## src/rtl/cpri_buf_pkg.sv

```systemverilog
//--------------------------------------------------
// CPRI receive buffer shared definitions
// Frame geometry, data types and register map
//--------------------------------------------------
package cpri_buf_pkg;

    // Frame geometry
    localparam int FRAME_WORDS      = 192;
    localparam int CHIP_WORDS       = 96;
    localparam int NUM_SLOTS        = 2;
    localparam int RAM_READ_LATENCY = 2;

    typedef logic [63:0] data_word_t;
    typedef logic [7:0]  frame_addr_t;
    typedef logic [6:0]  chip_seq_t;
    typedef logic [1:0]  slot_cnt_t;

    //--------------------------------------------------
    // AXI4-Lite register map
    //--------------------------------------------------
    localparam int AXI_ADDR_W = 8;
    localparam int AXI_DATA_W = 32;

    localparam logic [AXI_ADDR_W-1:0] REG_CTRL       = 8'h00;
    localparam logic [AXI_ADDR_W-1:0] REG_FRAMES_IN  = 8'h04;
    localparam logic [AXI_ADDR_W-1:0] REG_FRAMES_OUT = 8'h08;
    localparam logic [AXI_ADDR_W-1:0] REG_DROPPED    = 8'h0C;
    localparam logic [AXI_ADDR_W-1:0] REG_STATUS     = 8'h10;

    localparam logic [1:0] AXI_RESP_OKAY = 2'b00;

    typedef enum logic [1:0] {
        CSR_IDLE,
        CSR_WRESP,
        CSR_RRESP
    } csr_state_t;

endpackage
```

## src/rtl/cpri_buf_csr.sv

```systemverilog
`timescale 1ns/1ns
//--------------------------------------------------
// CPRI buffer register block
// AXI4-Lite slave with enable, event counters, fill
//--------------------------------------------------
module cpri_buf_csr (
    input  logic                                    i_clk,
    input  logic                                    i_reset,
    input  logic                                    i_frame_in,
    input  logic                                    i_frame_out,
    input  logic                                    i_word_drop,
    input  cpri_buf_pkg::slot_cnt_t                 i_fill,
    output logic                                    o_enable,
    input  logic                                    i_awvalid,
    output logic                                    o_awready,
    input  logic [cpri_buf_pkg::AXI_ADDR_W-1:0]     i_awaddr,
    input  logic                                    i_wvalid,
    output logic                                    o_wready,
    input  logic [cpri_buf_pkg::AXI_DATA_W-1:0]     i_wdata,
    input  logic [cpri_buf_pkg::AXI_DATA_W/8-1:0]   i_wstrb,
    output logic                                    o_bvalid,
    input  logic                                    i_bready,
    output logic [1:0]                              o_bresp,
    input  logic                                    i_arvalid,
    output logic                                    o_arready,
    input  logic [cpri_buf_pkg::AXI_ADDR_W-1:0]     i_araddr,
    output logic                                    o_rvalid,
    input  logic                                    i_rready_axi,
    output logic [cpri_buf_pkg::AXI_DATA_W-1:0]     o_rdata,
    output logic [1:0]                              o_rresp
);
    import cpri_buf_pkg::*;

    csr_state_t            state;
    logic                  wr_accept;
    logic                  rd_accept;
    logic [AXI_DATA_W-1:0] frames_in_cnt;
    logic [AXI_DATA_W-1:0] frames_out_cnt;
    logic [AXI_DATA_W-1:0] dropped_cnt;
    logic [AXI_DATA_W-1:0] rd_mux;

    // Counters stop at all ones
    function automatic logic [AXI_DATA_W-1:0] sat_inc(
        input logic [AXI_DATA_W-1:0] value,
        input logic                  hit
    );
        if (hit && value != '1) begin
            return value + 1'b1;
        end
        return value;
    endfunction

    //--------------------------------------------------
    // Channel handshake
    //--------------------------------------------------
    // Write wins when both arrive together
    assign wr_accept = (state == CSR_IDLE) & i_awvalid & i_wvalid;
    assign rd_accept = (state == CSR_IDLE) & i_arvalid & ~wr_accept;

    assign o_awready = wr_accept;
    assign o_wready  = wr_accept;
    assign o_arready = rd_accept;
    assign o_bvalid  = (state == CSR_WRESP);
    assign o_rvalid  = (state == CSR_RRESP);
    assign o_bresp   = AXI_RESP_OKAY;
    assign o_rresp   = AXI_RESP_OKAY;

    always_ff @(posedge i_clk) begin
        if (i_reset) begin
            state <= CSR_IDLE;
        end else begin
            case (state)
                CSR_IDLE: begin
                    if (wr_accept) begin
                        state <= CSR_WRESP;
                    end else if (rd_accept) begin
                        state <= CSR_RRESP;
                    end
                end
                CSR_WRESP: begin
                    if (i_bready) begin
                        state <= CSR_IDLE;
                    end
                end
                CSR_RRESP: begin
                    if (i_rready_axi) begin
                        state <= CSR_IDLE;
                    end
                end
                default: state <= CSR_IDLE;
            endcase
        end
    end

    //--------------------------------------------------
    // Control bit and event counters
    //--------------------------------------------------
    always_ff @(posedge i_clk) begin
        if (i_reset) begin
            o_enable       <= 1'b0;
            frames_in_cnt  <= '0;
            frames_out_cnt <= '0;
            dropped_cnt    <= '0;
        end else begin
            if (wr_accept && i_awaddr == REG_CTRL && i_wstrb[0]) begin
                o_enable <= i_wdata[0];
            end
            frames_in_cnt  <= sat_inc(frames_in_cnt, i_frame_in);
            frames_out_cnt <= sat_inc(frames_out_cnt, i_frame_out);
            dropped_cnt    <= sat_inc(dropped_cnt, i_word_drop);
        end
    end

    // Unmapped addresses read as zero
    always_comb begin
        case (i_araddr)
            REG_CTRL:       rd_mux = AXI_DATA_W'(o_enable);
            REG_FRAMES_IN:  rd_mux = frames_in_cnt;
            REG_FRAMES_OUT: rd_mux = frames_out_cnt;
            REG_DROPPED:    rd_mux = dropped_cnt;
            REG_STATUS:     rd_mux = AXI_DATA_W'(i_fill);
            default:        rd_mux = '0;
        endcase
    end

    always_ff @(posedge i_clk) begin
        if (rd_accept) begin
            o_rdata <= rd_mux;
        end
    end

    a_one_response: assert property (@(posedge i_clk) disable iff (i_reset)
        !(o_bvalid && o_rvalid))
        else $error("write and read responses overlap");

endmodule

```

## config.mk

```make
export PLATFORM = sky130hd
export DESIGN_NAME = cpri_buf_csr
export DESIGN_NICKNAME = d
export VERILOG_FILES = /design/src/rtl/cpri_buf_pkg.sv /design/src/rtl/cpri_buf_csr.sv
export SDC_FILE = /design/constraint.sdc
export NUM_CORES = 1
export LEC_CHECK = 0
export ABC_CLOCK_PERIOD_IN_PS = 4000
export BUFFER_PORTS_ARGS = -buffer_cell sky130_fd_sc_hd__buf_2
export CAP_MARGIN = 15
export CORE_ASPECT_RATIO = 0.9
export CORE_UTILIZATION = 30
export CTS_BUF_LIST = sky130_fd_sc_hd__clkbuf_2 sky130_fd_sc_hd__clkbuf_4 sky130_fd_sc_hd__clkbuf_8
export DETAILED_ROUTE_END_ITERATION = 7
export PLACE_DENSITY = 0.47
export SKIP_CTS_REPAIR_TIMING = 1
export SYNTH_ARGS = -nofsm -noshare
export SYNTH_HDL_FRONTEND = slang
export SYNTH_SLANG_ARGS = --single-unit
export TNS_END_PERCENT = 50
```

## constraint.sdc

```tcl
create_clock -name i_clk -period 4 [get_ports i_clk]
set_input_delay 0.4 -clock i_clk [delete_from_list [all_inputs] [get_ports i_clk]]
set_output_delay 0.4 -clock i_clk [all_outputs]
set_load 0.03 [all_outputs]
```

==> results.cfg <==
[place]
place_congestion = 0.7875
place_inst = 1093
dpl.hpwl_mm = 13.75
dpl_cell_area_mm2 = 0.007470
place_ws_ps = 1149
numPortBuffers = 67

[clock_tree]
path_clk_slew_ps = 80
clkLatencyLatePin_ps = 450
cts_buffers = 17
clock-sinks = 131
cts-root-buf = clkbuf_8
clockBufferDepth = 2
cts_max_level = 4
cts_tree = done

[routing]
num_vias = 5921
ant_nets = 0
wl_per_cell_um = 17.45
dr.pass1.iters = 5
routed_wl_mm = 19.65
drc = 0
drt-initial-drc-count = 383
avgViaCountPerCell = 5.258

[global_routing]
antenna_found_initial = 0
grt_start_max_net_pins = 70
grt_pass1_wl_mm = 31.64
grt_pass1_vias = 5434
grt.overflow.total = 0
grt.total_usage_pct = 17.35

[critical_path]
r2r-start = frames_in_cnt[15]$_SDFFE_PP0P_
timing.rr.end = frames_in_cnt[23]$_SDFFE_PP0P_
startpoint = frames_in_cnt[15]$_SDFFE_PP0P_
crit_path_start_kind = register
critPathRequiredTime_ps = 4330
cp-end-kind = register
worst_ep_arrival_time_ps = 3210
worstSetupPathType = reg2reg
worst-r2r-setup-slack_ps = 1120
crit_end = frames_in_cnt[23]$_SDFFE_PP0P_
crit_fanout = 15
r2r_cells = 6

[finish]
layout_commonest_cell = nor2_1
regArea_mm2 = 0.002943
fin_util_pct = 35.36
final_area_mm2 = 0.007960
nFillCells = 2396
stdcell_count = 1126
final_cell_mix = 101 x nor2_1, 99 x dfxtp_1, 66 x buf_2
multi_input_area_mm2 = 0.003692
drive_gt1_share_pct = 20.14
final_nets = 883
areaGrowthSynthToFinish_pct = 15.59
antennaDiodeCount = 0

[sta]
period_share_pct = 71.95
relSlewSlack_pct = 29.75
fmax_mhz = 347.5
clock_skew_ps = 13.87
hold_viol = 0
worst_pin_slew_ps = 1045
min_period_ps = 2878
rsz0062_at_grt = no
fin_setup_tns_ps = 0
fin_ws_ps = 1122
drv_slew = 0
setup_viol = 0

[power_and_ir_drop]
p_int_uw = 2208
combinationalPowerShare_pct = 7.0
peakVddDrop_mv = 0.1856
cellPowerDensity_mw_per_mm2 = 369.5
switching_share_pct = 24.91
clock_power_share_pct = 45.3
p_sw_uw = 732.7
seqPwrFrac_pct = 47.7
p_leak_uw = 0.002518

[logic_synthesis]
synth-main-ff-cell = dfxtp_1
ys_warn_count = 0
synth_edf_count = 32
syn_area_per_cell_um2 = 8.967
synth_area_mm2 = 0.006887
async_flop_share_pct = 0
synthDistinctLibCells = 55
synthCells = 768
ys_ff_latch = 131
ys_seq_area_share_pct = 42.73

[hold_path]
hp-class = in2reg

[die]
core_area_mm2 = 0.02251
die_w_um = 161.7
pin_count = 106
dieHeight_um = 145.7
dieArea_mm2 = 0.02357
start_util_pct = 30.59
rows = 52

[run]
cap_violations = 0

[run_status]
status = finished, final reports clean
## critical path, cell delays in order, from the launching register on
cell and delay, ps:
dfxtp_1 460, nand4_2 230, or4_1 690, o41ai_2 660
buf_4 320, nor4_1 100, mux2_4 310
## per-layer routing
layer	track usage (%)	vias to the layer above	share of wire, %
li1	-	2967	-
met1	26.49	2814	54
met2	24.89	129	42
met3	3.591	11	3.8
met4	3.396	0	0.72
met5	0	-	0
## worst min path at each step
stage / start / endpoint / slack, ps / cells after the start
2_1_floorplan: frames_in_cnt[11]$_SDFFE_PP0P_ / frames_in_cnt[11]$_SDFFE_PP0P_ / 460 / 2
3_3_place_gp: frames_in_cnt[11]$_SDFFE_PP0P_ / frames_in_cnt[11]$_SDFFE_PP0P_ / 480 / 2
3_5_place_dp: frames_in_cnt[9]$_SDFFE_PP0P_ / frames_in_cnt[9]$_SDFFE_PP0P_ / 490 / 2
4_1_cts: i_wdata[0] / o_enable$_SDFFE_PP0P_ / 170 / 3
5_1_grt: i_wdata[0] / o_enable$_SDFFE_PP0P_ / 190 / 3
6_report: i_wdata[0] / o_enable$_SDFFE_PP0P_ / 190 / 3
## Yosys cell counts, types with 8 or more instances
cell / count / share of area, %
a21oi_1: 44 / 3.2
a22oi_1: 31 / 3.4
buf_2: 8 / 0.58
clkbuf_1: 34 / 1.9
dfxtp_1: 99 / 29
edfxtp_1: 32 / 14
inv_1: 12 / 0.65
mux2_2: 42 / 6.9
nand2_1: 39 / 2.1
nand3_1: 35 / 2.5
nand4_1: 32 / 2.9
nor2_1: 101 / 5.5
nor2b_1: 15 / 1.4
nor3_1: 14 / 1.0
nor4_1: 19 / 1.7
o21ai_0: 24 / 1.7
o31ai_1: 19 / 2.1
or3_1: 22 / 2.0
or4_1: 25 / 2.7
xnor2_1: 29 / 3.7
## final cells by class
| class | count | area share, % |
|---|---|---|
| flip-flops and latches | 131 | 36.97 |
| inverters | 12 | 0.5659 |
| clock inverters | 13 | 2.609 |
| repair buffers | 77 | 5.596 |
| multi-input cells | 577 | 46.38 |
| clock buffers | 19 | 3.207 |
| well taps | 297 | 4.668 |
## registers in the layout, indices dropped and copies added, names as in the netlist
name            cells
state               2
dropped_cnt        32
o_enable            1
frames_in_cnt      32
frames_out_cnt     32
o_rdata            32
## per-stage QoR
| stage | hold slack [ps] | total power, uW |
|---|---|---|
| 3_5_place_dp | 489.6 | 1641 |
| 6_report | 192.2 | 2941 |
| 5_1_grt | 186.8 | 3055 |
| 4_1_cts | 169.0 | 2975 |
| 3_3_place_gp | 483.3 | 1641 |
| 2_1_floorplan | 457.8 | 1575 |
## power by group through the flow
| stage | clock (uW) | combinational, uW | sequential (uW) |
|---|---|---|---|
| after floorplan | 0 | 98.5 | 1480 |
| after global placement | 0 | 208 | 1430 |
| after detailed placement | 0 | 208 | 1430 |
| after CTS | 1360 | 209 | 1400 |
| after global routing | 1420 | 225 | 1410 |
| final | 1330 | 207 | 1400 |
## cells by family (layout without fill, tap and decap cells)
group / after synthesis / in the layout / share of synthesized area, %
multiplexers: 52 / 52 / 8.539
XOR/XNOR: 34 / 34 / 4.324
AND/OR/NAND/NOR: 331 / 331 / 25.09
flip-flops: 131 / 131 / 42.73
AO/OA/AOI/OAI: 153 / 153 / 14.81
buffers and inverters: 63 / 121 / 3.906
other: 1 / 4 / 0.05445
adder cells (fa/ha/maj): 3 / 3 / 0.5451
Power figures use the tool's default switching activity.
